<file path="config.mk">
export PLATFORM = sky130hd
export DESIGN_NAME = hci_top
export DESIGN_NICKNAME = d
export VERILOG_FILES = /design/src/hci_queue_pkg.sv /design/src/hci_reg_pkg.sv /design/src/hci_top.sv /design/src/hci_csr.sv /design/src/hci_cmd_assembler.sv /design/src/hci_queue.sv
export SDC_FILE = /design/constraint.sdc
export NUM_CORES = 1
export LEC_CHECK = 0
export BUFFER_PORTS_ARGS = -buffer_cell sky130_fd_sc_hd__buf_2
export CAP_MARGIN = 20
export CORE_UTILIZATION = 61
export CTS_CLUSTER_SIZE = 10
export DETAILED_ROUTE_END_ITERATION = 10
export PLACE_DENSITY = 0.8
export SETUP_SLACK_MARGIN = 0.5
export SLEW_MARGIN = 10
export SYNTH_ARGS = -nofsm -noshare
export SYNTH_HDL_FRONTEND = slang
export SYNTH_SLANG_ARGS = --single-unit
</file>
<file path="constraint.sdc">
create_clock -name clk_i -period 10.9 [get_ports clk_i]
set_input_delay 1.09 -clock clk_i [delete_from_list [all_inputs] [get_ports clk_i]]
set_output_delay 1.09 -clock clk_i [all_outputs]
set_load 0.005 [all_outputs]
</file>
<file path="src/hci_queue_pkg.sv">
// HCI queue sizing and payload types
// Shared by the command and the response queue
`default_nettype none

package hci_queue_pkg;

  // Entries per queue, kept a power of two so pointers wrap on their own
  localparam int unsigned QUEUE_DEPTH = 8;

  // Width of a programmable threshold
  localparam int unsigned THLD_W = 8;

  // Occupancy count, must hold 0 up to QUEUE_DEPTH
  localparam int unsigned CNT_W = 4;

  // Command descriptor, assembled from two dwords
  typedef logic [63:0] hci_cmd_t;

  // Response descriptor, one dword
  typedef logic [31:0] hci_resp_t;

endpackage

`default_nettype wire

</file>
<file path="src/hci_reg_pkg.sv">
// HCI register map for the PIO command and response path
// Addresses, field positions and CPU port widths
`default_nettype none

package hci_reg_pkg;

  // CPU port
  localparam int unsigned ADDR_W = 8;
  localparam int unsigned DATA_W = 32;

  // Register addresses, byte granular
  localparam logic [ADDR_W-1:0] ADDR_HC_VERSION      = 8'h00;
  localparam logic [ADDR_W-1:0] ADDR_RESET_CONTROL   = 8'h04;
  localparam logic [ADDR_W-1:0] ADDR_QUEUE_THLD_CTRL = 8'h08;
  localparam logic [ADDR_W-1:0] ADDR_COMMAND_PORT    = 8'h0C;
  localparam logic [ADDR_W-1:0] ADDR_RESPONSE_PORT   = 8'h10;
  localparam logic [ADDR_W-1:0] ADDR_QUEUE_STATUS    = 8'h14;

  localparam logic [DATA_W-1:0] VERSION_VALUE = 32'h0000_0120; // HCI 1.2

  // RESET_CONTROL bits, set by SW and cleared by HW
  localparam int unsigned CMD_RST_BIT  = 1;
  localparam int unsigned RESP_RST_BIT = 2;

  // QUEUE_THLD_CTRL field offsets
  localparam int unsigned CMD_THLD_LSB  = 0;
  localparam int unsigned RESP_THLD_LSB = 8;

  // QUEUE_STATUS bits
  localparam int unsigned STATUS_CMD_EMPTY_BIT  = 0;
  localparam int unsigned STATUS_CMD_FULL_BIT   = 1;
  localparam int unsigned STATUS_RESP_EMPTY_BIT = 2;
  localparam int unsigned STATUS_RESP_FULL_BIT  = 3;

endpackage

`default_nettype wire
</file>
<file path="src/hci_top.sv">
// HCI PIO top level
// Register block, command assembler, command queue and response queue
`timescale 1ns/1ns
`default_nettype none

module hci_top (
  input  logic                            clk_i,
  input  logic                            rst_ni,

  input  logic                            cpu_req_i,
  input  logic                            cpu_req_is_wr_i,
  input  logic [hci_reg_pkg::ADDR_W-1:0]  cpu_addr_i,
  input  logic [hci_reg_pkg::DATA_W-1:0]  cpu_wr_data_i,
  output logic                            cpu_rd_ack_o,
  output logic                            cpu_rd_err_o,
  output logic [hci_reg_pkg::DATA_W-1:0]  cpu_rd_data_o,
  output logic                            cpu_wr_ack_o,
  output logic                            cpu_wr_err_o,

  output logic                            cmd_rvalid_o,
  input  logic                            cmd_rready_i,
  output hci_queue_pkg::hci_cmd_t         cmd_rdata_o,

  input  logic                            resp_wvalid_i,
  output logic                            resp_wready_o,
  input  hci_queue_pkg::hci_resp_t        resp_wdata_i,

  output logic                            cmd_thld_trig_o,
  output logic                            resp_thld_trig_o
);

  // Register block to command path
  logic                             cmd_word_valid;
  logic [hci_reg_pkg::DATA_W-1:0]   cmd_word;
  logic                             cmd_drop;
  logic                             cmd_wvalid, cmd_wready;
  hci_queue_pkg::hci_cmd_t          cmd_wdata;
  logic [hci_queue_pkg::THLD_W-1:0] cmd_thld, cmd_thld_eff;
  logic                             cmd_rst, cmd_rst_done;
  logic                             cmd_empty, cmd_full;

  // Response path to register block
  logic                             resp_rvalid, resp_rready;
  hci_queue_pkg::hci_resp_t         resp_rdata;
  logic [hci_queue_pkg::THLD_W-1:0] resp_thld, resp_thld_eff;
  logic                             resp_rst, resp_rst_done;
  logic                             resp_empty, resp_full;

  hci_csr i_csr (
    .clk_i,
    .rst_ni,
    .cpu_req_i,
    .cpu_req_is_wr_i,
    .cpu_addr_i,
    .cpu_wr_data_i,
    .cpu_rd_ack_o,
    .cpu_rd_err_o,
    .cpu_rd_data_o,
    .cpu_wr_ack_o,
    .cpu_wr_err_o,
    .cmd_drop_i       (cmd_drop),
    .cmd_empty_i      (cmd_empty),
    .cmd_full_i       (cmd_full),
    .cmd_thld_eff_i   (cmd_thld_eff),
    .cmd_rst_done_i   (cmd_rst_done),
    .cmd_word_valid_o (cmd_word_valid),
    .cmd_word_o       (cmd_word),
    .cmd_thld_o       (cmd_thld),
    .cmd_rst_o        (cmd_rst),
    .resp_rvalid_i    (resp_rvalid),
    .resp_rdata_i     (resp_rdata),
    .resp_empty_i     (resp_empty),
    .resp_full_i      (resp_full),
    .resp_thld_eff_i  (resp_thld_eff),
    .resp_rst_done_i  (resp_rst_done),
    .resp_rready_o    (resp_rready),
    .resp_thld_o      (resp_thld),
    .resp_rst_o       (resp_rst)
  );

  hci_cmd_assembler i_cmd_asm (
    .clk_i,
    .rst_ni,
    .word_valid_i (cmd_word_valid),
    .word_i       (cmd_word),
    .flush_i      (cmd_rst), // Soft reset also drops a half command
    .wready_i     (cmd_wready),
    .wvalid_o     (cmd_wvalid),
    .wdata_o      (cmd_wdata),
    .cmd_drop_o   (cmd_drop)
  );

  hci_queue #(
    .payload_t (hci_queue_pkg::hci_cmd_t),
    .CountFree (1'b1)
  ) i_cmd_queue (
    .clk_i,
    .rst_ni,
    .wvalid_i        (cmd_wvalid),
    .wready_o        (cmd_wready),
    .wdata_i         (cmd_wdata),
    .rvalid_o        (cmd_rvalid_o),
    .rready_i        (cmd_rready_i),
    .rdata_o         (cmd_rdata_o),
    .thld_i          (cmd_thld),
    .thld_eff_o      (cmd_thld_eff),
    .thld_trig_o     (cmd_thld_trig_o),
    .empty_o         (cmd_empty),
    .full_o          (cmd_full),
    .soft_rst_i      (cmd_rst),
    .soft_rst_done_o (cmd_rst_done)
  );

  hci_queue #(
    .payload_t (hci_queue_pkg::hci_resp_t),
    .CountFree (1'b0)
  ) i_resp_queue (
    .clk_i,
    .rst_ni,
    .wvalid_i        (resp_wvalid_i),
    .wready_o        (resp_wready_o),
    .wdata_i         (resp_wdata_i),
    .rvalid_o        (resp_rvalid),
    .rready_i        (resp_rready),
    .rdata_o         (resp_rdata),
    .thld_i          (resp_thld),
    .thld_eff_o      (resp_thld_eff),
    .thld_trig_o     (resp_thld_trig_o),
    .empty_o         (resp_empty),
    .full_o          (resp_full),
    .soft_rst_i      (resp_rst),
    .soft_rst_done_o (resp_rst_done)
  );

endmodule

`default_nettype wire

</file>
<file path="src/hci_csr.sv">
// HCI register block
// Decodes CPU strobes, holds thresholds and reset bits, drives the queue ports
`timescale 1ns/1ns
`default_nettype none

module hci_csr (
  input  logic                                clk_i,
  input  logic                                rst_ni,

  input  logic                                cpu_req_i,
  input  logic                                cpu_req_is_wr_i,
  input  logic [hci_reg_pkg::ADDR_W-1:0]      cpu_addr_i,
  input  logic [hci_reg_pkg::DATA_W-1:0]      cpu_wr_data_i,
  output logic                                cpu_rd_ack_o,
  output logic                                cpu_rd_err_o,
  output logic [hci_reg_pkg::DATA_W-1:0]      cpu_rd_data_o,
  output logic                                cpu_wr_ack_o,
  output logic                                cpu_wr_err_o,

  input  logic                                cmd_drop_i,
  input  logic                                cmd_empty_i,
  input  logic                                cmd_full_i,
  input  logic [hci_queue_pkg::THLD_W-1:0]    cmd_thld_eff_i,
  input  logic                                cmd_rst_done_i,
  output logic                                cmd_word_valid_o,
  output logic [hci_reg_pkg::DATA_W-1:0]      cmd_word_o,
  output logic [hci_queue_pkg::THLD_W-1:0]    cmd_thld_o,
  output logic                                cmd_rst_o,

  input  logic                                resp_rvalid_i,
  input  hci_queue_pkg::hci_resp_t            resp_rdata_i,
  input  logic                                resp_empty_i,
  input  logic                                resp_full_i,
  input  logic [hci_queue_pkg::THLD_W-1:0]    resp_thld_eff_i,
  input  logic                                resp_rst_done_i,
  output logic                                resp_rready_o,
  output logic [hci_queue_pkg::THLD_W-1:0]    resp_thld_o,
  output logic                                resp_rst_o
);

  logic                               wr_req, rd_req;
  logic                               rd_err_d;
  logic [hci_reg_pkg::DATA_W-1:0]     rd_data_d, rd_data_q;
  logic                               rd_ack_q, rd_err_q, wr_ack_q, wr_err_q;
  logic [hci_queue_pkg::THLD_W-1:0]   cmd_thld_q, resp_thld_q;
  logic                               cmd_rst_q, resp_rst_q;

  assign wr_req = cpu_req_i & cpu_req_is_wr_i;
  assign rd_req = cpu_req_i & ~cpu_req_is_wr_i;

  // Port strobes go straight out in the request cycle
  assign cmd_word_valid_o = wr_req && (cpu_addr_i == hci_reg_pkg::ADDR_COMMAND_PORT);
  assign cmd_word_o       = cpu_wr_data_i;
  assign resp_rready_o    = rd_req && (cpu_addr_i == hci_reg_pkg::ADDR_RESPONSE_PORT);

  // Read mux, errored reads return zero
  always_comb begin
    rd_data_d = '0;
    rd_err_d  = 1'b0;
    case (cpu_addr_i)
      hci_reg_pkg::ADDR_HC_VERSION: rd_data_d = hci_reg_pkg::VERSION_VALUE;
      hci_reg_pkg::ADDR_RESET_CONTROL: begin
        rd_data_d[hci_reg_pkg::CMD_RST_BIT]  = cmd_rst_q;
        rd_data_d[hci_reg_pkg::RESP_RST_BIT] = resp_rst_q;
      end
      hci_reg_pkg::ADDR_QUEUE_THLD_CTRL: begin
        // Effective values, as clamped by the queues
        rd_data_d[hci_reg_pkg::CMD_THLD_LSB +: hci_queue_pkg::THLD_W]  = cmd_thld_eff_i;
        rd_data_d[hci_reg_pkg::RESP_THLD_LSB +: hci_queue_pkg::THLD_W] = resp_thld_eff_i;
      end
      hci_reg_pkg::ADDR_COMMAND_PORT: rd_data_d = '0; // Write-only
      hci_reg_pkg::ADDR_RESPONSE_PORT: begin
        if (resp_rvalid_i) begin
          rd_data_d = resp_rdata_i;
        end else begin
          rd_err_d = 1'b1; // Queue empty
        end
      end
      hci_reg_pkg::ADDR_QUEUE_STATUS: begin
        rd_data_d[hci_reg_pkg::STATUS_CMD_EMPTY_BIT]  = cmd_empty_i;
        rd_data_d[hci_reg_pkg::STATUS_CMD_FULL_BIT]   = cmd_full_i;
        rd_data_d[hci_reg_pkg::STATUS_RESP_EMPTY_BIT] = resp_empty_i;
        rd_data_d[hci_reg_pkg::STATUS_RESP_FULL_BIT]  = resp_full_i;
      end
      default: rd_err_d = 1'b1;
    endcase
  end

  always_ff @(posedge clk_i or negedge rst_ni) begin
    if (!rst_ni) begin
      rd_ack_q    <= 1'b0;
      rd_err_q    <= 1'b0;
      wr_ack_q    <= 1'b0;
      wr_err_q    <= 1'b0;
      cmd_thld_q  <= '0;
      resp_thld_q <= '0;
      cmd_rst_q   <= 1'b0;
      resp_rst_q  <= 1'b0;
    end else begin
      rd_ack_q <= rd_req;
      rd_err_q <= rd_req & rd_err_d;
      wr_ack_q <= wr_req;
      wr_err_q <= cmd_word_valid_o & cmd_drop_i; // Completed command hit a full queue

      // HW clears a reset bit once its queue reports the flush
      if (cmd_rst_done_i) cmd_rst_q <= 1'b0;
      if (resp_rst_done_i) resp_rst_q <= 1'b0;

      if (wr_req && (cpu_addr_i == hci_reg_pkg::ADDR_RESET_CONTROL)) begin
        if (cpu_wr_data_i[hci_reg_pkg::CMD_RST_BIT]) cmd_rst_q <= 1'b1;
        if (cpu_wr_data_i[hci_reg_pkg::RESP_RST_BIT]) resp_rst_q <= 1'b1;
      end

      if (wr_req && (cpu_addr_i == hci_reg_pkg::ADDR_QUEUE_THLD_CTRL)) begin
        cmd_thld_q  <= cpu_wr_data_i[hci_reg_pkg::CMD_THLD_LSB +: hci_queue_pkg::THLD_W];
        resp_thld_q <= cpu_wr_data_i[hci_reg_pkg::RESP_THLD_LSB +: hci_queue_pkg::THLD_W];
      end
    end
  end

  always_ff @(posedge clk_i) begin
    if (rd_req) rd_data_q <= rd_data_d;
  end

  assign cpu_rd_ack_o  = rd_ack_q;
  assign cpu_rd_err_o  = rd_err_q;
  assign cpu_rd_data_o = rd_data_q;
  assign cpu_wr_ack_o  = wr_ack_q;
  assign cpu_wr_err_o  = wr_err_q;

  assign cmd_thld_o  = cmd_thld_q;
  assign resp_thld_o = resp_thld_q;
  assign cmd_rst_o   = cmd_rst_q;
  assign resp_rst_o  = resp_rst_q;

  // One request per cycle yields at most one kind of ack
  a_single_ack: assert property (@(posedge clk_i) disable iff (!rst_ni)
    !(cpu_rd_ack_o && cpu_wr_ack_o));

endmodule

`default_nettype wire

</file>
<file path="src/hci_cmd_assembler.sv">
// Command assembler
// Joins two COMMAND_PORT dwords into one command for the command queue
`timescale 1ns/1ns
`default_nettype none

module hci_cmd_assembler (
  input  logic                            clk_i,
  input  logic                            rst_ni,
  input  logic                            word_valid_i,
  input  logic [hci_reg_pkg::DATA_W-1:0]  word_i,
  input  logic                            flush_i,
  input  logic                            wready_i,
  output logic                            wvalid_o,
  output hci_queue_pkg::hci_cmd_t         wdata_o,
  output logic                            cmd_drop_o
);

  logic                            phase_q; // High once the low dword is held
  logic [hci_reg_pkg::DATA_W-1:0]  low_q;
  logic                            second_word;

  assign second_word = word_valid_i & phase_q;

  // Push only into a queue with room, otherwise flag the drop
  assign wvalid_o   = second_word & wready_i;
  assign cmd_drop_o = second_word & ~wready_i;
  assign wdata_o    = {word_i, low_q};

  always_ff @(posedge clk_i or negedge rst_ni) begin
    if (!rst_ni) begin
      phase_q <= 1'b0;
    end else if (flush_i) begin
      phase_q <= 1'b0; // Forget any half command
    end else if (word_valid_i) begin
      phase_q <= ~phase_q;
    end
  end

  always_ff @(posedge clk_i) begin
    if (word_valid_i && !phase_q) low_q <= word_i;
  end

  a_push_has_room: assert property (@(posedge clk_i) disable iff (!rst_ni)
    wvalid_o |-> wready_i);

endmodule

`default_nettype wire

</file>
<file path="src/hci_queue.sv">
// Generic HCI queue
// Circular FIFO with clamped threshold, registered trigger and soft-reset flush
`timescale 1ns/1ns
`default_nettype none

module hci_queue #(
  parameter type payload_t = logic [31:0],
  parameter bit  CountFree = 1'b0 // Trigger on free entries instead of used ones
) (
  input  logic                              clk_i,
  input  logic                              rst_ni,
  input  logic                              wvalid_i,
  output logic                              wready_o,
  input  payload_t                          wdata_i,
  output logic                              rvalid_o,
  input  logic                              rready_i,
  output payload_t                          rdata_o,
  input  logic [hci_queue_pkg::THLD_W-1:0]  thld_i,
  output logic [hci_queue_pkg::THLD_W-1:0]  thld_eff_o,
  output logic                              thld_trig_o,
  output logic                              empty_o,
  output logic                              full_o,
  input  logic                              soft_rst_i,
  output logic                              soft_rst_done_o
);

  payload_t                                mem [hci_queue_pkg::QUEUE_DEPTH];
  logic [hci_queue_pkg::CNT_W-2:0]         wptr_q, rptr_q; // Wrap at depth
  logic [hci_queue_pkg::CNT_W-1:0]         count_q;
  logic                                    push, pop;
  logic [hci_queue_pkg::THLD_W-1:0]        level;
  logic                                    trig_q;
  logic                                    done_q;

  assign full_o   = (count_q == hci_queue_pkg::CNT_W'(hci_queue_pkg::QUEUE_DEPTH));
  assign empty_o  = (count_q == '0);
  assign wready_o = ~full_o;
  assign rvalid_o = ~empty_o;
  assign rdata_o  = mem[rptr_q];

  assign push = wvalid_i & wready_o;
  assign pop  = rvalid_o & rready_i;

  // Clamp raw threshold into 1..QUEUE_DEPTH
  always_comb begin
    if (thld_i == '0) begin
      thld_eff_o = hci_queue_pkg::THLD_W'(1);
    end else if (thld_i > hci_queue_pkg::THLD_W'(hci_queue_pkg::QUEUE_DEPTH)) begin
      thld_eff_o = hci_queue_pkg::THLD_W'(hci_queue_pkg::QUEUE_DEPTH);
    end else begin
      thld_eff_o = thld_i;
    end
  end

  // Free or used entries, depending on the queue direction
  assign level = CountFree
    ? hci_queue_pkg::THLD_W'(hci_queue_pkg::CNT_W'(hci_queue_pkg::QUEUE_DEPTH) - count_q)
    : hci_queue_pkg::THLD_W'(count_q);

  always_ff @(posedge clk_i or negedge rst_ni) begin
    if (!rst_ni) begin
      wptr_q  <= '0;
      rptr_q  <= '0;
      count_q <= '0;
      trig_q  <= 1'b0;
      done_q  <= 1'b0;
    end else begin
      trig_q <= (level >= thld_eff_o); // One cycle behind the count
      done_q <= soft_rst_i & ~done_q;  // Single pulse per request
      if (soft_rst_i) begin
        wptr_q  <= '0;
        rptr_q  <= '0;
        count_q <= '0;
      end else begin
        if (push) wptr_q <= wptr_q + 1'b1;
        if (pop) rptr_q <= rptr_q + 1'b1;
        case ({push, pop})
          2'b10:   count_q <= count_q + 1'b1;
          2'b01:   count_q <= count_q - 1'b1;
          default: count_q <= count_q;
        endcase
      end
    end
  end

  always_ff @(posedge clk_i) begin
    if (push) mem[wptr_q] <= wdata_i;
  end

  assign thld_trig_o     = trig_q;
  assign soft_rst_done_o = done_q;

  a_count_in_range: assert property (@(posedge clk_i) disable iff (!rst_ni)
    count_q <= hci_queue_pkg::CNT_W'(hci_queue_pkg::QUEUE_DEPTH));

endmodule

`default_nettype wire

</file>
**Yosys cells after proc, flatten, opt, wreduce, memory -nomap -nowiden**

Memories as Yosys holds them, arrays and structs flattened.
Cells that the tools add are included.

- Flip-flop bits (word level): 111
- Memory bits (writable): 768
- Input port bits: 78
- Output and inout port bits: 104
- Word-level logic and storage cells: 125
- Memories: 2

Memory list:

| memory | words | bits a word | rd ports | clocked after Yosys merged registers in | write ports | RTL line | text |
|---|---|---|---|---|---|---|---|
| i_cmd_queue.mem | 8 | 64 | 1 | 0 | 1 | hci_queue.sv:27 | `payload_t mem [hci_queue_pkg::QUEUE_DEPTH];` |
| i_resp_queue.mem | 8 | 32 | 1 | 0 | 1 | hci_queue.sv:27 |  |

- Add/subtract/negate cells: 9
- Order comparisons: 4
- Eq/ne operators: 11
- Muxes and demuxes: 35
- Bitwise logic cells: 22
- Reductions and logical operators: 20

Operators with widths:

| operator | number |
|---|---|
| 12-bit one-hot mux with 3 select lines | 1 |
| 8-bit 2-to-1 mux | 4 |
| 8-bit zero test | 3 |
| 3-bit 2-to-1 mux | 8 |
| 8-bit by 4-bit equality test with 1-bit output (second input constant) | 2 |
| 8-bit by 5-bit equality test with 1-bit output (second input constant) | 2 |
| 8-bit by 4-bit > comparator with 1-bit output (second input constant) | 2 |
| 16-bit 2-to-1 mux | 1 |
| 4-bit one-hot mux with 2 select lines | 2 |
| 1-bit AND | 13 |
| 1-bit 2-to-1 mux | 13 |
| 3-bit by 1-bit adder with 3-bit output (second input constant) | 4 |
| 2-bit nonzero test | 5 |
| 1-bit NOT | 9 |
| 4-bit by 1-bit adder with 4-bit output (second input constant) | 2 |
| 4-bit equality test (second input constant) | 2 |
| 8-bit by 3-bit equality test with 1-bit output (second input constant) | 1 |
| 4-bit by 8-bit >= comparator with 1-bit output | 1 |
| 8-bit >= comparator | 1 |
| 4-bit zero test | 2 |
| 4-bit 2-to-1 mux | 2 |
| 2-bit one-hot mux with 4 select lines | 1 |
| 4-bit by 1-bit subtractor with 4-bit output (second input constant) | 2 |
| 1-bit one-hot mux with 3 select lines | 2 |
| 9 further kinds | 16 |

**Logic depth before layout (Yosys ltp)**

- Depth in word-level cells: 8
- Depth in mapped cells: 11
- Depth with buffers taken out: 10

**Cells and area by module**

Synthesis repeated with hierarchy kept, for this count alone.

- Cell total of the unflattened synthesis: 1592
- Area, all modules: 34643.2 sq um

Modules (own cells, without submodules):

| module | times used | cells an instance | area an instance (sq um) | seq. area each (sq um) |
|---|---|---|---|---|
| hci_queue at i_cmd_queue | 1 | 866 | 20241.9 | 15675.0 |
| hci_queue at i_resp_queue | 1 | 476 | 10651.5 | 7987.7 |
| hci_csr | 1 | 179 | 2487.4 | 1511.4 |
| hci_cmd_assembler | 1 | 71 | 1262.5 | 985.9 |

**Worst setup path after synthesis**

OpenSTA, ideal clock, no wires.

- Kind: input port to flip-flop
- Start: in cpu_addr_i[2] (netlist name)
- End: mem i_cmd_queue.mem[4][0] (netlist name), enable pin
- Data arrival time: 8.680 ns
- Setup slack: 1.554 ns
- Cell stages on the path: 5
- Path buffers: 1
- Cell sequence: buf_4 -> or3b_1 -> nor3_2 -> nand3_2 -> nor4b_1

- Word-level cells in the longest chain between the ends: 7

RTL lines:

| element | RTL line | text |
|---|---|---|
| from (decl) | hci_top.sv:12 | `input logic [hci_reg_pkg::ADDR_W-1:0] cpu_addr_i,` |
| 8-bit by 4-bit equality test with 1-bit output | hci_csr.sv:52 | `assign cmd_word_valid_o = wr_req && (cpu_addr_i == hci_reg_pkg::ADDR_COMMAND_PORT);` |
| 1-bit logical AND | hci_csr.sv:52 |  |
| 1-bit AND | hci_cmd_assembler.sv:22 | `assign second_word = word_valid_i & phase_q;` |
| 1-bit AND | hci_cmd_assembler.sv:25 | `assign wvalid_o = second_word & wready_i;` |
| 1-bit AND | hci_queue.sv:41 | `assign push = wvalid_i & wready_o;` |
| 1-bit 2-to-1 mux | hci_queue.sv:87 | `if (push) mem[wptr_q] <= wdata_i;` |
| 1-bit 2-to-1 mux (implied by the code) | hci_queue.sv:87 |  |
| to (decl) | hci_queue.sv:27 |  |

No other way between the ends.

**Worst setup path in the final report**

- Start: reg i_cmd_queue.rptr_q[0] (netlist name)
- End: out cmd_rdata_o[2]

- Word-level cells in the longest chain between the ends: 1

RTL lines:

| element | RTL line | text |
|---|---|---|
| from (decl) | hci_queue.sv:28 | `logic [hci_queue_pkg::CNT_W-2:0] wptr_q, rptr_q;` |
| from (signal assigned) | hci_queue.sv:76 | `if (pop) rptr_q <= rptr_q + 1'b1;` |
| memory 8 x 64 bit | - |  |
| to (decl) | hci_top.sv:22 | `output hci_queue_pkg::hci_cmd_t cmd_rdata_o,` |

No other way between the ends.

==> results.yml <==
setup_path:
  cpMaxStageDelayCell: "dfrtp_4"
  cp_max_fo: 49
  crit_arrival_ns: 3.67
  cpPeakStageDelay_ns: 1.09
  crit_chain: "buf_4 -> mux4_2 -> mux2_2 -> buf_2"
  crit_path_start_kind: "flip-flop"
  worstSetupPathType: "reg2out"
  endpoint_kind: "primary output"
  crit_family: "flip-flops"
  path_buf_inv: 2
  required_ns: 9.81
sta:
  tns_ns: 0
  finalCriticalPeriod_ns: 4.76
  setup_slack_ns: 6.14
  setup_violations: 0
  fin_crit_sh_pct: 43.7
  worst_slew_pin_slew_ns: 1.13
  drv_slew: 0
  timing.fmax_mhz: 210
  final.setup_skew_ns: 0.0263
  rsz0062_at_grt: "false"
  max-slew-margin-rel_pct: 24.5
  hold_slack_ns: 0.409
  finalHoldViolations: 0
layout:
  final_cells: 2485
  fin_area_mm2: 0.0383
  n_fill_cell: 3091
  nets: 1848
  register_area_mm2: 0.0262
  multi_input_area_mm2: 0.00732
  layout-drive-gt1-share_pct: 34.4
  syn_to_final_growth_pct: 13.7
clock_network:
  cts_tree: "built"
  cts.sinks: 879
  cts-hold-fix-buffers: 0
  cts_buffer_depth: 3
  htreeDepth: 3
  cts_made_buffers: 98
  postCtsSetupRepairBufs: 0
  clk_latency_ns: 0.65
  cts_root_buf: "clkbuf_16"
  clk_pin_slew_ns: 0.06
  cts_resized: 0
placement:
  io_buffers: 181
  gp_congestion: 0.798
  dp_cells: 2343
  place_hpwl_um: 36000
  place_area_mm2: 0.0356
  place_ws_ns: 6.70
worst_hold_path:
  min_path_type: "reg2reg"
logic_synthesis:
  synth_top_area_share_pct: 74.1
  syn_area_mm2: 0.0337
  synth_area_leaders: "edfxtp_1, mux4_2, dfrtp_1, mux2_2, mux2i_1"
  synth_top_area_cell: "edfxtp_1"
  synthCells: 1495
  synth.avg_cell_area_um2: 22.5
  synth_commonest_cells: "edfxtp_1, mux4_2, mux2_2, nor2_1, dfrtp_1"
  synth_edf_count: 832
  synthArstFlopShare_pct: 5.35
  synth_most_common_cell: "edfxtp_1"
  synthDistinctLibCells: 63
  ys_warn_count: 0
  ys_seq_elements: 879
  ys_seq_area_share_pct: 77.6
  ys.flop_type: "edfxtp_1"
floorplan:
  die_width_um: 237
  coreArea_mm2: 0.0542
  ios: 182
  die_area_mm2: 0.0562
  initial_utilization_pct: 62.1
  rows: 85
  die_y_um: 237
pwr:
  power_density_mw_per_mm2: 225
  cellLeakagePower_nw: 12.6
  ir_drop_mv: 0.158
grt:
  busiest_layer: "met2"
  gr-usage-met1_pct: 32.9
  grt_max_degree: 72
  grt_pass1_wl_um: 105000
  antenna_found_initial: 9
  met3_usage_pct: 5.35
  grt_use_met2_pct: 43.7
  grt_pass1_vias: 17000
  grt_util_all_layers_pct: 25.6
  grt.overflow.total: 0
routing:
  drc: 0
  num_vias: 15800
  first_iter_violations: 1554
  via_per_inst: 6.36
  wl_per_cell_um: 28.0
  routed_wl_um: 69600
  drt_first_pass_iters: 5
  drtAntennaViolNets: 0
run:
  drv_cap: 0
outcome:
  outcome: "finished clean"
[cell families after synthesis]
group / count (synthesis) / share of synthesized area, %
mux: 317 / 16.9
xor+xnor: 13 / 0.394
buf+inv: 80 / 1.01
simple gates: 139 / 2.27
fa+ha+maj: 23 / 0.899
other cells: 1 / 0.0111
compound gates: 43 / 0.891
flops: 879 / 77.6
[power breakdown]
| part | total [mW] | internal [mW] | leakage [nW] | switching [mW] |
|---|---|---|---|---|
| clock | 2.91 | 1.69 | 1.33 | 1.23 |
| combinational | 1.63 | 0.875 | 3.18 | 0.755 |
| sequential | 4.07 | 3.87 | 8.13 | 0.200 |
[worst reg2reg max path, stage by stage (launching register included)]
cell,delay [ns]
dfrtp_1,0.46
inv_1,0.12
ha_1,0.26
nand3b_1,0.23
nand3_2,0.28
nor4b_2,0.32
buf_4,0.53
buf_4,0.57
[metal layers]
metal | part of all wire, % | vias to the layer above
met3 | 7.0 | 153
met5 | 0.070 | -
met2 | 52 | 670
li1 | - | 6702
met4 | 2.7 | 10
met1 | 38 | 8277
[state kept, by name (all words and copies together), names as in the netlist, 3 cells and up]
signal,flops
i_resp_queue.wptr_q,3
i_cmd_queue.rptr_q,3
i_cmd_queue.count_q,4
i_cmd_asm.low_q,32
i_csr.cmd_thld_o,8
i_csr.cpu_rd_data_o,32
i_csr.resp_thld_o,8
i_resp_queue.mem,256
i_resp_queue.rptr_q,3
i_resp_queue.count_q,4
i_cmd_queue.mem,512
i_cmd_queue.wptr_q,3
[final timing paths]
| check | start | end | slack (ns) | cells past startpoint |
|---|---|---|---|---|
| min in group asynchronous | rst_ni | i_csr.cpu_rd_err_o$_DFF_PN0_ | 0.55 | 2 |
| worst min-delay path | i_cmd_queue.soft_rst_done_o$_DFF_PN0_ | i_cmd_queue.soft_rst_done_o$_DFF_PN0_ | 0.41 | 1 |
| worst max register to register | i_cmd_queue.count_q[0]$_DFFE_PN0P_ | i_cmd_queue.mem[4][13]$_DFFE_PP_ | 7.73 | 7 |
| worst max-delay path | i_cmd_queue.rptr_q[0]$_DFFE_PN0P_ | cmd_rdata_o[2] | 6.14 | 4 |
| worst min register to register | i_cmd_queue.soft_rst_done_o$_DFF_PN0_ | i_cmd_queue.soft_rst_done_o$_DFF_PN0_ | 0.41 | 1 |
| max in group asynchronous | rst_ni | i_resp_queue.rptr_q[0]$_DFFE_PN0P_ | 9.81 | 2 |
[per-stage QoR]
stage                     total power [mW]  utilization (%)
after global placement                5.72             65.6
after global routing                  8.93             70.6
after detailed placement              5.77             65.6
after floorplan                       5.20                -
final                                 8.61             70.7
after CTS                             8.69             70.6
[cells in the final DEF (no fill, tap or decap), types with 5 or more instances in the layout]
cell type  count
inv_1         15
buf_2        181
nor3_2         8
a21o_1         6
nand3_1       10
nand2b_1       7
nor4b_2        6
nor3_1         5
ha_1          21
xnor2_1        6
edfxtp_1     832
mux2_2        65
mux2_1        18
dfrtp_1       41
mux2i_1       40
clkbuf_16    101
a21oi_1        7
nor2_1        46
clkbuf_1      32
mux4_2       192
xor2_1         6
buf_4         32
nand2_1       16
[cell type report]
| type | instances | area share [%] |
|---|---|---|
| clock buffers | 135 | 6.98 |
| clock inverters | 4 | 0.167 |
| repair buffers | 213 | 2.99 |
| multi-input cells | 539 | 19.1 |
| well taps | 696 | 2.27 |
| flip-flops and latches | 879 | 68.3 |
| diodes | 3 | 0.0196 |
| inverters | 16 | 0.157 |
Note: power is estimated with default switching activity, not from simulation.
